**src/csrPkg.sv**
```systemverilog
package csrPkg;

    // Datapath widths
    localparam int DataWidth     = 32;
    localparam int CsrAddrWidth  = 14;
    localparam int TagWidth      = 8;
    localparam int MicOpWidth    = 8;
    localparam int CacheTgtWidth = 3;
    localparam int CacheOpWidth  = 2;

    // Op queue sizing, pointer wraps naturally at the depth
    localparam int QueueDepth    = 16;
    localparam int QueuePtrWidth = 4;

    // Issued micro-op codes
    localparam logic [MicOpWidth-1:0] MicCsrrd   = 8'h01;
    localparam logic [MicOpWidth-1:0] MicCsrwr   = 8'h02;
    localparam logic [MicOpWidth-1:0] MicCsrxchg = 8'h03;
    localparam logic [MicOpWidth-1:0] MicCacop   = 8'h04;

    // CSR numbers from the architecture map
    localparam logic [CsrAddrWidth-1:0] CsrCrmd   = 14'h000;
    localparam logic [CsrAddrWidth-1:0] CsrPrmd   = 14'h001;
    localparam logic [CsrAddrWidth-1:0] CsrEcfg   = 14'h004;
    localparam logic [CsrAddrWidth-1:0] CsrEstat  = 14'h005;
    localparam logic [CsrAddrWidth-1:0] CsrEra    = 14'h006;
    localparam logic [CsrAddrWidth-1:0] CsrBadv   = 14'h007;
    localparam logic [CsrAddrWidth-1:0] CsrEentry = 14'h00c;
    localparam logic [CsrAddrWidth-1:0] CsrSave0  = 14'h030;
    localparam logic [CsrAddrWidth-1:0] CsrSave1  = 14'h031;
    localparam logic [CsrAddrWidth-1:0] CsrSave2  = 14'h032;
    localparam logic [CsrAddrWidth-1:0] CsrSave3  = 14'h033;
    localparam logic [CsrAddrWidth-1:0] CsrTid    = 14'h040;
    localparam logic [CsrAddrWidth-1:0] CsrDmw0   = 14'h180;
    localparam logic [CsrAddrWidth-1:0] CsrDmw1   = 14'h181;

    // Storage slot order, CRMD sits in slot 0
    localparam int CsrCount = 14;
    localparam int CrmdIdx  = 0;
    localparam logic [CsrAddrWidth-1:0] CsrMap [CsrCount] = '{
        CsrCrmd, CsrPrmd, CsrEcfg, CsrEstat, CsrEra, CsrBadv, CsrEentry,
        CsrSave0, CsrSave1, CsrSave2, CsrSave3, CsrTid, CsrDmw0, CsrDmw1
    };

    // Only CRMD has a nonzero reset value
    localparam logic [DataWidth-1:0] CrmdReset = 32'h8;

    // Cacop target and op codes
    localparam logic [CacheTgtWidth-1:0] CacheTgtIcache = 3'd0;
    localparam logic [CacheTgtWidth-1:0] CacheTgtDcache = 3'd1;
    localparam logic [CacheOpWidth-1:0]  CacopMmuOp     = 2'd2;

    typedef enum logic [1:0] {
        OpCsrrd,
        OpCsrwr,
        OpCsrxchg,
        OpCacop
    } csrOpT;

    // Micro-op as it arrives from issue
    typedef struct packed {
        logic [MicOpWidth-1:0]   microOp;
        logic [DataWidth-1:0]    rj;
        logic [DataWidth-1:0]    rk;
        logic [CsrAddrWidth-1:0] csrNum;
        logic [TagWidth-1:0]     destTag;
    } csrIssueT;

    // Decoded entry held until commit
    typedef struct packed {
        logic                     valid;
        csrOpT                    op;
        logic [CsrAddrWidth-1:0]  csrNum;
        logic [DataWidth-1:0]     wdata;
        logic [DataWidth-1:0]     wmask;
        logic [TagWidth-1:0]      destTag;
        logic [DataWidth-1:0]     va;
        logic [CacheTgtWidth-1:0] cacheTarget;
        logic [CacheOpWidth-1:0]  cacheOp;
    } csrEntryT;

    typedef struct packed {
        logic                 valid;
        logic [TagWidth-1:0]  destTag;
        logic [DataWidth-1:0] data;
    } csrWbT;

    typedef struct packed {
        logic                    valid;
        logic [CacheOpWidth-1:0] op;
        logic [DataWidth-1:0]    va;
    } cacheCmdT;

    typedef struct packed {
        logic                 iValid;
        logic                 dValid;
        logic [DataWidth-1:0] va;
    } mmuCmdT;

endpackage

```
**src/csrCommitResult.sv**
```systemverilog
`timescale 1ns/1ps

module csrCommitResult (
    input  logic                         Clk,
    input  logic                         rstN,
    input  csrPkg::csrEntryT             commitEntry,
    input  logic [csrPkg::DataWidth-1:0] oldData,
    output csrPkg::csrWbT                wb,
    output csrPkg::cacheCmdT             icacheCmd,
    output csrPkg::cacheCmdT             dcacheCmd,
    output csrPkg::mmuCmdT               mmuCmd
);

    logic                            isCsrOp;
    logic                            isCacop;
    logic                            toIcache;
    logic                            toDcache;
    logic                            mmuNotice;
    logic                            wbValid;
    logic                            icValid;
    logic                            dcValid;
    logic                            mmuIValid;
    logic                            mmuDValid;
    logic [csrPkg::TagWidth-1:0]     wbTag;
    logic [csrPkg::DataWidth-1:0]    wbData;
    logic [csrPkg::CacheOpWidth-1:0] cmdOp;
    logic [csrPkg::DataWidth-1:0]    cmdVa;

    assign isCacop   = commitEntry.valid && (commitEntry.op == csrPkg::OpCacop);
    assign isCsrOp   = commitEntry.valid && (commitEntry.op != csrPkg::OpCacop);
    assign toIcache  = isCacop && (commitEntry.cacheTarget == csrPkg::CacheTgtIcache);
    assign toDcache  = isCacop && (commitEntry.cacheTarget == csrPkg::CacheTgtDcache);
    // MMU hears about op 2 on either cache
    assign mmuNotice = commitEntry.cacheOp == csrPkg::CacopMmuOp;

    // Valids, one-cycle pulses after commit
    always_ff @(posedge Clk or negedge rstN) begin
        if (!rstN) begin
            wbValid   <= 1'b0;
            icValid   <= 1'b0;
            dcValid   <= 1'b0;
            mmuIValid <= 1'b0;
            mmuDValid <= 1'b0;
        end else begin
            wbValid   <= isCsrOp;
            icValid   <= toIcache;
            dcValid   <= toDcache;
            mmuIValid <= toIcache && mmuNotice;
            mmuDValid <= toDcache && mmuNotice;
        end
    end

    // Payloads
    always_ff @(posedge Clk) begin
        if (isCsrOp) begin
            wbTag  <= commitEntry.destTag;
            wbData <= oldData;
        end
        if (isCacop) begin
            cmdOp <= commitEntry.cacheOp;
            cmdVa <= commitEntry.va;
        end
    end

    assign wb.valid        = wbValid;
    assign wb.destTag      = wbTag;
    assign wb.data         = wbData;
    // Both caches share op and va
    assign icacheCmd.valid = icValid;
    assign icacheCmd.op    = cmdOp;
    assign icacheCmd.va    = cmdVa;
    assign dcacheCmd.valid = dcValid;
    assign dcacheCmd.op    = cmdOp;
    assign dcacheCmd.va    = cmdVa;
    assign mmuCmd.iValid   = mmuIValid;
    assign mmuCmd.dValid   = mmuDValid;
    assign mmuCmd.va       = cmdVa;

endmodule

```
**src/csrIssueDecode.sv**
```systemverilog
`timescale 1ns/1ps

module csrIssueDecode (
    input  logic             Clk,
    input  logic             rstN,
    input  logic             issueReq,
    input  csrPkg::csrIssueT issue,
    input  logic             queueFull,
    output logic             issueAck,
    output csrPkg::csrEntryT pushEntry
);

    logic             capture;
    logic             opKnown;
    csrPkg::csrEntryT decoded;

    // Fresh request, previous ack already dropped, room in queue
    assign capture = issueReq && !issueAck && !queueFull;

    // Four-phase ack
    // Rises on capture, falls once the producer releases req
    always_ff @(posedge Clk or negedge rstN) begin
        if (!rstN) begin
            issueAck <= 1'b0;
        end else if (capture) begin
            issueAck <= 1'b1;
        end else if (!issueReq) begin
            issueAck <= 1'b0;
        end
    end

    // Micro-op to queue entry
    always_comb begin
        decoded         = '0;
        opKnown         = 1'b1;
        decoded.csrNum  = issue.csrNum;
        decoded.destTag = issue.destTag;
        case (issue.microOp)
            csrPkg::MicCsrrd: begin
                // Zero mask, merge keeps the old value
                decoded.op = csrPkg::OpCsrrd;
            end
            csrPkg::MicCsrwr: begin
                decoded.op    = csrPkg::OpCsrwr;
                decoded.wdata = issue.rj;
                decoded.wmask = '1;
            end
            csrPkg::MicCsrxchg: begin
                // rk carries the bit mask
                decoded.op    = csrPkg::OpCsrxchg;
                decoded.wdata = issue.rj;
                decoded.wmask = issue.rk;
            end
            csrPkg::MicCacop: begin
                decoded.op          = csrPkg::OpCacop;
                decoded.va          = issue.rj + issue.rk;
                decoded.cacheTarget = issue.csrNum[2:0];
                decoded.cacheOp     = issue.csrNum[4:3];
            end
            default: begin
                opKnown = 1'b0;
            end
        endcase
    end

    // Unknown codes get acked but never reach the queue
    always_comb begin
        pushEntry       = decoded;
        pushEntry.valid = capture && opKnown;
    end

    // Ack only rises after a cycle in which the queue had room
    assert property (@(posedge Clk) disable iff (!rstN)
        $rose(issueAck) |-> !$past(queueFull))
        else $error("issueAck rose while queue full");

endmodule

```
**src/csrOpQueue.sv**
```systemverilog
`timescale 1ns/1ps

module csrOpQueue (
    input  logic             Clk,
    input  logic             rstN,
    input  csrPkg::csrEntryT pushEntry,
    input  logic             commit,
    output logic             queueFull,
    output csrPkg::csrEntryT commitEntry
);

    csrPkg::csrEntryT                 entryMem [csrPkg::QueueDepth];
    logic [csrPkg::QueuePtrWidth-1:0] frontPtr;
    logic [csrPkg::QueuePtrWidth-1:0] endPtr;
    logic [csrPkg::QueuePtrWidth:0]   count;
    logic                             queueEmpty;
    logic                             push;
    logic                             pop;

    assign queueFull  = count == (csrPkg::QueuePtrWidth + 1)'(csrPkg::QueueDepth);
    assign queueEmpty = count == '0;
    assign push       = pushEntry.valid && !queueFull;
    // Commit on an empty queue is dropped
    assign pop        = commit && !queueEmpty;

    // Entry storage
    always_ff @(posedge Clk) begin
        if (push) begin
            entryMem[endPtr] <= pushEntry;
        end
    end

    // Front is the oldest entry, end is the next free slot
    always_ff @(posedge Clk or negedge rstN) begin
        if (!rstN) begin
            frontPtr <= '0;
            endPtr   <= '0;
            count    <= '0;
        end else begin
            if (push) begin
                endPtr <= endPtr + csrPkg::QueuePtrWidth'(1);
            end
            if (pop) begin
                frontPtr <= frontPtr + csrPkg::QueuePtrWidth'(1);
            end
            case ({push, pop})
                2'b10:   count <= count + 1'b1;
                2'b01:   count <= count - 1'b1;
                default: count <= count;
            endcase
        end
    end

    // Head shown for the commit cycle only
    always_comb begin
        commitEntry       = entryMem[frontPtr];
        commitEntry.valid = pop;
    end

    // Issue side must hold back while full
    assert property (@(posedge Clk) disable iff (!rstN)
        pushEntry.valid |-> !queueFull)
        else $error("push into full CSR queue");

    assert property (@(posedge Clk) disable iff (!rstN)
        count <= csrPkg::QueueDepth)
        else $error("CSR queue count overflow");

endmodule

```
**src/csrRegFile.sv**
```systemverilog
`timescale 1ns/1ps

module csrRegFile (
    input  logic                         Clk,
    input  logic                         rstN,
    input  csrPkg::csrEntryT             commitEntry,
    output logic [csrPkg::DataWidth-1:0] oldData
);

    logic [csrPkg::DataWidth-1:0] csrStore [csrPkg::CsrCount];
    logic [csrPkg::CsrCount-1:0]  csrSel;
    logic [csrPkg::CsrCount-1:0]  csrWen;
    logic                         writeOp;
    logic [csrPkg::DataWidth-1:0] mergeData;

    // Address decode against the kept map
    // Unmapped numbers leave every select low
    always_comb begin
        for (int i = 0; i < csrPkg::CsrCount; i++) begin
            csrSel[i] = commitEntry.csrNum == csrPkg::CsrMap[i];
        end
    end

    // Old value, zero when nothing matches
    always_comb begin
        oldData = '0;
        for (int i = 0; i < csrPkg::CsrCount; i++) begin
            if (csrSel[i]) begin
                oldData = csrStore[i];
            end
        end
    end

    // Every committed CSR op writes back the merge
    // csrrd has an empty mask so the value stays put
    assign writeOp   = commitEntry.valid && (commitEntry.op != csrPkg::OpCacop);
    assign csrWen    = csrSel & {csrPkg::CsrCount{writeOp}};

    // Mask set picks new bits, mask clear keeps old ones
    assign mergeData = (oldData & ~commitEntry.wmask) |
                       (commitEntry.wdata & commitEntry.wmask);

    always_ff @(posedge Clk or negedge rstN) begin
        if (!rstN) begin
            for (int i = 0; i < csrPkg::CsrCount; i++) begin
                csrStore[i] <= (i == csrPkg::CrmdIdx) ? csrPkg::CrmdReset : '0;
            end
        end else begin
            for (int i = 0; i < csrPkg::CsrCount; i++) begin
                if (csrWen[i]) begin
                    csrStore[i] <= mergeData;
                end
            end
        end
    end

    // One register per commit at most
    assert property (@(posedge Clk) disable iff (!rstN)
        $onehot0(csrWen))
        else $error("multiple CSR write enables");

endmodule

```
**src/csrUnit.sv**
```systemverilog
`timescale 1ns/1ps

module csrUnit (
    input  logic             Clk,
    input  logic             rstN,
    input  logic             issueReq,
    input  csrPkg::csrIssueT issue,
    output logic             issueAck,
    input  logic             commit,
    output csrPkg::csrWbT    wb,
    output csrPkg::cacheCmdT icacheCmd,
    output csrPkg::cacheCmdT dcacheCmd,
    output csrPkg::mmuCmdT   mmuCmd
);

    csrPkg::csrEntryT             pushEntry;
    csrPkg::csrEntryT             commitEntry;
    logic                         queueFull;
    logic [csrPkg::DataWidth-1:0] oldData;

    // Issue handshake and decode
    csrIssueDecode u_issueDecode (
        .Clk       (Clk),
        .rstN      (rstN),
        .issueReq  (issueReq),
        .issue     (issue),
        .queueFull (queueFull),
        .issueAck  (issueAck),
        .pushEntry (pushEntry)
    );

    // In-order hold until ROB commit
    csrOpQueue u_opQueue (
        .Clk         (Clk),
        .rstN        (rstN),
        .pushEntry   (pushEntry),
        .commit      (commit),
        .queueFull   (queueFull),
        .commitEntry (commitEntry)
    );

    // CSR storage, old value back the same cycle
    csrRegFile u_regFile (
        .Clk         (Clk),
        .rstN        (rstN),
        .commitEntry (commitEntry),
        .oldData     (oldData)
    );

    csrCommitResult u_commitResult (
        .Clk         (Clk),
        .rstN        (rstN),
        .commitEntry (commitEntry),
        .oldData     (oldData),
        .wb          (wb),
        .icacheCmd   (icacheCmd),
        .dcacheCmd   (dcacheCmd),
        .mmuCmd      (mmuCmd)
    );

endmodule

```
**config.mk**
```make
export PLATFORM = sky130hd
export DESIGN_NAME = csrUnit
export DESIGN_NICKNAME = d
export VERILOG_FILES = /design/src/csrPkg.sv /design/src/csrCommitResult.sv /design/src/csrIssueDecode.sv /design/src/csrOpQueue.sv /design/src/csrRegFile.sv /design/src/csrUnit.sv
export SDC_FILE = /design/constraint.sdc
export NUM_CORES = 2
export LEC_CHECK = 0
export BUFFER_PORTS_ARGS = -buffer_cell sky130_fd_sc_hd__buf_2
export CAP_MARGIN = 20
export CORE_UTILIZATION = 55
export CTS_BUF_LIST = sky130_fd_sc_hd__clkbuf_4 sky130_fd_sc_hd__clkbuf_8 sky130_fd_sc_hd__clkbuf_16
export CTS_CLUSTER_DIAMETER = 200
export DETAILED_ROUTE_END_ITERATION = 8
export HOLD_SLACK_MARGIN = 0.08
export MAX_ROUTING_LAYER = met4
export PLACE_DENSITY = 0.71
export SLEW_MARGIN = 10
export SYNTH_ARGS = -nofsm -noshare
export SYNTH_HDL_FRONTEND = slang
export SYNTH_SLANG_ARGS = --single-unit
```
**constraint.sdc**
```tcl
create_clock -name Clk -period 11.1 [get_ports Clk]
set_clock_uncertainty 0.2 [all_clocks]
set_input_delay 1.665 -clock Clk [delete_from_list [all_inputs] [get_ports Clk]]
set_output_delay 1.665 -clock Clk [all_outputs]
set_load 0.03 [all_outputs]
```
### Yosys cells after proc, flatten, opt, wreduce, memory -nomap -nowiden

Memories as Yosys holds them, arrays and structs flattened.
Cells that the tools add are included.

| storage, ports and cells | value |
|---|---|
| output and inout bits | 146 |
| RAM bits | 2016 |
| word-level logic and storage cells | 105 |
| bits in registers | 541 |
| memories kept | 1 |

| cells by class | value |
|---|---|
| reductions and logical operators | 19 |
| equality and inequality tests | 25 |
| $add $sub $neg | 5 |
| multiplexer cells | 23 |
| bitwise gates (word level) | 5 |

Memories:

| name | words | width | read ports | clocked after Yosys merged registers in | write ports | RTL line | source |
|---|---|---|---|---|---|---|---|
| u_opQueue.entryMem | 16 | 126 | 1 | 0 | 1 | csrOpQueue.sv:12 | `csrPkg::csrEntryT entryMem [csrPkg::QueueDepth];` |

Operators with widths:

| kind | number |
|---|---|
| $mux 32 | 14 |
| $pmux 64 s2 | 1 |
| $and 32x32->32 | 2 |
| $eq 14x3->1 const B | 4 |
| $eq 14x6->1 const B | 4 |
| $mux 37 | 1 |
| $add 32x32->32 | 1 |
| $not 32->32 | 1 |
| $or 32x32->32 | 1 |
| $eq 14x9->1 const B | 2 |
| $eq 8x2->1 const B | 2 |
| $and 14x14->14 | 1 |
| $eq 14x1->1 const B | 1 |
| $eq 14x4->1 const B | 1 |
| $eq 14x7->1 const B | 1 |
| $logic_not 14->1 | 1 |
| $logic_and 1x1->1 | 11 |
| $pmux 5 s2 | 1 |
| $add 4x1->4 const B | 2 |
| $eq 8x1->1 const B | 1 |
| $eq 8x3->1 const B | 1 |
| $eq 2x2->1 const B | 3 |
| $pmux 2 s3 | 1 |
| $add 5x1->5 const B | 1 |
| 12 further kinds | 18 |

### Longest topological paths before layout

An unclocked memory read counts as a cell.

| logic depth | value |
|---|---|
| depth after elaboration | 18 |
| mapped depth | 19 |
| depth with buffers taken out | 14 |

### Hierarchy

A second synthesis with hierarchy kept.

| second synthesis, totals | value |
|---|---|
| cell total of the unflattened synthesis | 6752 |
| area, all modules | 104579.0 sq um |

Modules (own cells, without submodules):

| module | cells an instance | instances | area an instance (sq um) |
|---|---|---|---|
| csrOpQueue | 3802 | 1 | 77160.3 |
| csrRegFile | 2337 | 1 | 21704.6 |
| csrCommitResult | 160 | 1 | 2957.8 |
| csrIssueDecode | 453 | 1 | 2756.4 |

### Least setup slack after synthesis

Ideal clock, no wire load.

| timing path | value |
|---|---|
| path kind | input to register |
| start point | input issue[91] in the netlist's numbering |
| end point | memory u_opQueue.entryMem[10][0] in the netlist's numbering, enable pin |
| arrival time | 6092 ps |
| slack | 4309 ps |
| buffers on the path | 1 |
| cell stages on the path | 7 |
| path through | or4_1 nor2_1 and4_1 clkbuf_1 inv_1 nor3b_1 and2_1 |

| between the ends | value |
|---|---|
| longest elaborated chain between the ends | 7 |

RTL lines:

| element | RTL line | source |
|---|---|---|
| start: declaration | csrUnit.sv:7 | `input csrPkg::csrIssueT issue,` |
| $eq 8x1->1, or another cell as far along | csrIssueDecode.sv:38 | `case (issue.microOp)` |
| $reduce_or 4->1 (no source line) * | - |  |
| $mux 1 * | csrIssueDecode.sv:38 |  |
| $logic_and 1x1->1 * | csrIssueDecode.sv:69 | `pushEntry.valid = capture && opKnown;` |
| $logic_and 1x1->1 * | csrOpQueue.sv:22 | `assign push = pushEntry.valid && !queueFull;` |
| $mux 1 * | csrOpQueue.sv:28 | `if (push) begin` |
| $mux 1 (implied by the code) * | csrOpQueue.sv:29 | `entryMem[endPtr] <= pushEntry;` |
| end: declaration | csrOpQueue.sv:12 |  |

Mark *: on every way between the ends. The rest lies on a longest branch, timed or not.

### Worst setup path in the final report

| timing path | value |
|---|---|
| start point | register u_opQueue.frontPtr[0] in the netlist's numbering |
| end point | register u_regFile.csrStore[87] in the netlist's numbering |

| between the ends | value |
|---|---|
| longest elaborated chain between the ends | 18 |

RTL lines:

| element | RTL line | source |
|---|---|---|
| start: declaration | csrOpQueue.sv:13 | `logic [csrPkg::QueuePtrWidth-1:0] frontPtr;` |
| start signal: assignment | csrOpQueue.sv:44 | `frontPtr <= frontPtr + csrPkg::QueuePtrWidth'(1);` |
| $mem_v2 16x126 * | - |  |
| $logic_not 14->1 | csrRegFile.sv:20 | `csrSel[i] = commitEntry.csrNum == csrPkg::CsrMap[i];` |
| $mux 32 (13 in series) | csrRegFile.sv:28 | `if (csrSel[i]) begin` |
| $mux 32 * | csrRegFile.sv:28 |  |
| named net oldData (one bit) | csrUnit.sv:19 | `logic [csrPkg::DataWidth-1:0] oldData;` |
| $and 32x32->32 * | csrRegFile.sv:40 | `assign mergeData = (oldData & ~commitEntry.wmask) \|` |
| $or 32x32->32 * | csrRegFile.sv:40 |  |
| end signal: indexed assignment | csrRegFile.sv:46 | `csrStore[i] <= (i == csrPkg::CrmdIdx) ? csrPkg::CrmdReset : '0;` |
| end signal: indexed assignment | csrRegFile.sv:51 | `csrStore[i] <= mergeData;` |
| end: declaration | csrRegFile.sv:10 | `logic [csrPkg::DataWidth-1:0] csrStore [csrPkg::CsrCount];` |

The timed path passes the listed nets; every way through them passes the cells marked *.
A chain may end at the register's enable or synchronous reset.

==> qor.yml <==
synth_cell_type_count: 103
fin_setup_tns_ps: 0
cts.sink_count: 2541
cts_tree: "built"
yosysWarnings: 0
synthAdderAreaFrac_pct: 0.527
p_seq_share_pct: 41.0
port_buffers: 243
instances_no_fill: 9103
ios: 244
synthArstFlopShare_pct: 18.4
grt_pass1_wl_um: 396000
drv_slew: 0
p_sw_mw: 8.73
grt_max_degree: 191
viasPerCell: 6.53
cts-buffers-inserted: 236
area_growth_pct: 10.8
fp.dieW_um: 434
syn-num-nets: 6393
grt_pass1_vias: 58600
dp_cells: 8642
max_freq_mhz: 142
die_area_sq_um: 188000
htreeDepth: 4
drtIter0Drc: 8015
peakVddDrop_v: 0.000215
hold_viol_final: 0
start_util_pct: 55.4
worst_ep_required_time_ps: 11600
drc: 0
switching_share_pct: 33.4
clk_latency_ps: 890
maxSlewHeadroom_pct: 22.1
rows: 158
worstSetupStartpointType: "register"
postCtsSetupBuffers: 0
design_area_sq_um: 114000
comb_power_share_pct: 27.7
track_usage_pct: 30.1
hold_buffers: 0
fp.dieH_um: 434
antenna_found_initial: 12
critical_path_class: "reg2reg"
synth_compound_area_share_pct: 8.41
outcome: "finished, final reports clean"
synth.yosys.seq_area_share_pct: 72.1
drtPass1Iterations: 8
hp-class: "reg2reg"
post-route-period-util_pct: 63.6
maxCapViolCount: 0
period_minus_slack_ps: 7060
grt.overflow.total: 0
netlist_area_sq_um: 103000
p_per_area_nw_per_um2: 229
synthSimpleGateAreaFrac_pct: 4.67
fp.coreArea_sq_um: 185000
rsz0062_at_grt: "no"
synth_xor_area_share_pct: 0.341
placed_area_sq_um: 106000
synth_edf_count: 2074
synthMuxAreaShare_pct: 11.4
syn_avg_cell_area_sq_um: 16.4
whs_ps: 273
dp_hpwl_um: 156000
synth_top_family_by_area: "multiplexers"
end_kind: "register"
p_leak_nw: 40.8
worst_pin_slew_ps: 1170
synth_ff_type: "edfxtp_1"
drive_gt1_share_pct: 19.6
worst-path-max-fanout: 122
syn_inst: 6253
final_antenna_net_count: 0
drt_wl_total_um: 274000
vias: 59400
cts-root-buf: "clkbuf_16"
clkTransAtPathRegs_ps: 60
clock_path_buffers: 3
cts_resized: 0
cp.arrival_ps: 7560
internal_power_mw: 17.4
yosys_register_bits: 2541
clkPwrFrac_pct: 31.3
fin_nets: 6555
nFillCells: 13300
finalSetupViolCount: 0
gp_congestion: 0.935
wl_per_cell_um: 30.1
-- layout make-up --
type | count | area (sq um) | area share [%]
diodes | 7 | 17.5 | 0.0154
clock buffers | 297 | 6470 | 5.68
clock inverters | 142 | 1390 | 1.22
inverters | 66 | 254 | 0.223
multi-input cells | 3187 | 26200 | 23.0
flip-flops and latches | 2541 | 74000 | 65.0
well taps | 2480 | 3100 | 2.73
repair buffers | 383 | 2370 | 2.08
-- registers in the layout, summed over array words and instances (netlist names), 4 cells and up --
register and count:
u_opQueue.count 5, u_commitResult.wbTag 8, u_commitResult.cmdVa 32, u_opQueue.entryMem 2000
u_opQueue.frontPtr 4, u_opQueue.endPtr 4, u_regFile.csrStore 448, u_commitResult.wbData 32
-- through the flow --
stage	total power, mW	utilization (%)	worst slack, ps
3_3_place_gp	17.9	57.0	3860
3_5_place_dp	18.0	57.0	4000
6_report	26.1	61.4	4040
5_1_grt	26.9	61.3	3490
2_1_floorplan	15.8	-	4310
4_1_cts	26.1	61.3	3980
-- final timing paths --
check / cells past startpoint / slack [ps] / end / from
max: 16 / 4040 / u_regFile.csrStore[87] / u_opQueue.frontPtr[0]
min: 2 / 270 / u_regFile.csrStore[419] / u_regFile.csrStore[419]
max reg2reg: 16 / 4040 / u_regFile.csrStore[87] / u_opQueue.frontPtr[0]
min reg2reg: 2 / 270 / u_regFile.csrStore[419] / u_regFile.csrStore[419]
max in group asynchronous: 3 / 7890 / u_regFile.csrStore[14] / rstN
min in group asynchronous: 1 / 580 / u_commitResult.wbValid / rstN
-- placed cells by master (no fill, tap or decap), drive strengths merged, types with 93 or more instances in the layout --
cell type	n
o21ai	439
clkinv	103
buf	383
mux2	118
o221ai	93
edfxtp	2074
a21oi	186
mux4	280
a221oi	170
nand2	517
dfrtp	466
nor2	216
mux2i	406
clkbuf	297
-- power groups by stage --
| stage | logic, mW | registers [mW] | clock network, mW |
|---|---|---|---|
| 2_1_floorplan | 4.85 | 10.9 | 0 |
| 3_3_place_gp | 7.05 | 10.9 | 0 |
| 3_5_place_dp | 7.12 | 10.9 | 0 |
| 4_1_cts | 7.15 | 10.7 | 8.22 |
| 5_1_grt | 7.60 | 10.7 | 8.58 |
| 6_report | 7.24 | 10.7 | 8.16 |
-- cell usage after synthesis, drive strengths merged (45+ instances only) --
| master | count | area share, % |
|---|---|---|
| mux2i | 406 | 4.0 |
| buf | 259 | 1.6 |
| edfxtp | 2074 | 61 |
| nand2 | 517 | 1.9 |
| and2 | 74 | 0.45 |
| o22ai | 45 | 0.27 |
| nor3 | 52 | 0.34 |
| a22oi | 84 | 0.61 |
| clkbuf | 200 | 0.73 |
| mux2 | 118 | 1.3 |
| a21oi | 186 | 0.93 |
| mux4 | 280 | 6.1 |
| o21ai | 439 | 2.2 |
| nor2 | 216 | 0.82 |
| a221oi | 170 | 1.5 |
| o221ai | 93 | 0.80 |
| inv | 66 | 0.24 |
| dfrtp | 466 | 11 |
-- worst max-delay path: stages, from the launching register on --
cell and delay (ps):
dfrtp_4 930, buf_4 610, buf_12 610, mux2i_1 170, a22oi_1 370, o21ai_0 170, a21oi_2 360, nor2_1 240
buf_4 250, and4_1 160, buf_4 290, nor2_1 540, nand3_1 220, a211oi_1 350, a221oi_2 150, a21oi_1 800
o21ai_0 240
-- kinds of logic (layout without fill, tap and decap cells) --
kind of cell / count (synthesis) / in the layout
multiplexers: 804 / 804
adder cells (fa/ha/maj): 42 / 42
XOR/XNOR: 40 / 40
AO/OA/AOI/OAI: 1272 / 1272
AND/OR/NAND/NOR: 1029 / 1029
other: 0 / 7
buffers and inverters: 525 / 888
flip-flops: 2541 / 2541
-- layer usage --
metal	routed length (um)	vias up	global-route usage [%]
met3	25200	523	4.69
li1	-	25000	-
met1	108000	30600	40.9
met2	131000	3317	46.4
met4	10000	0	11.0
met5	0	-	-
Power figures use the tool's default switching activity.
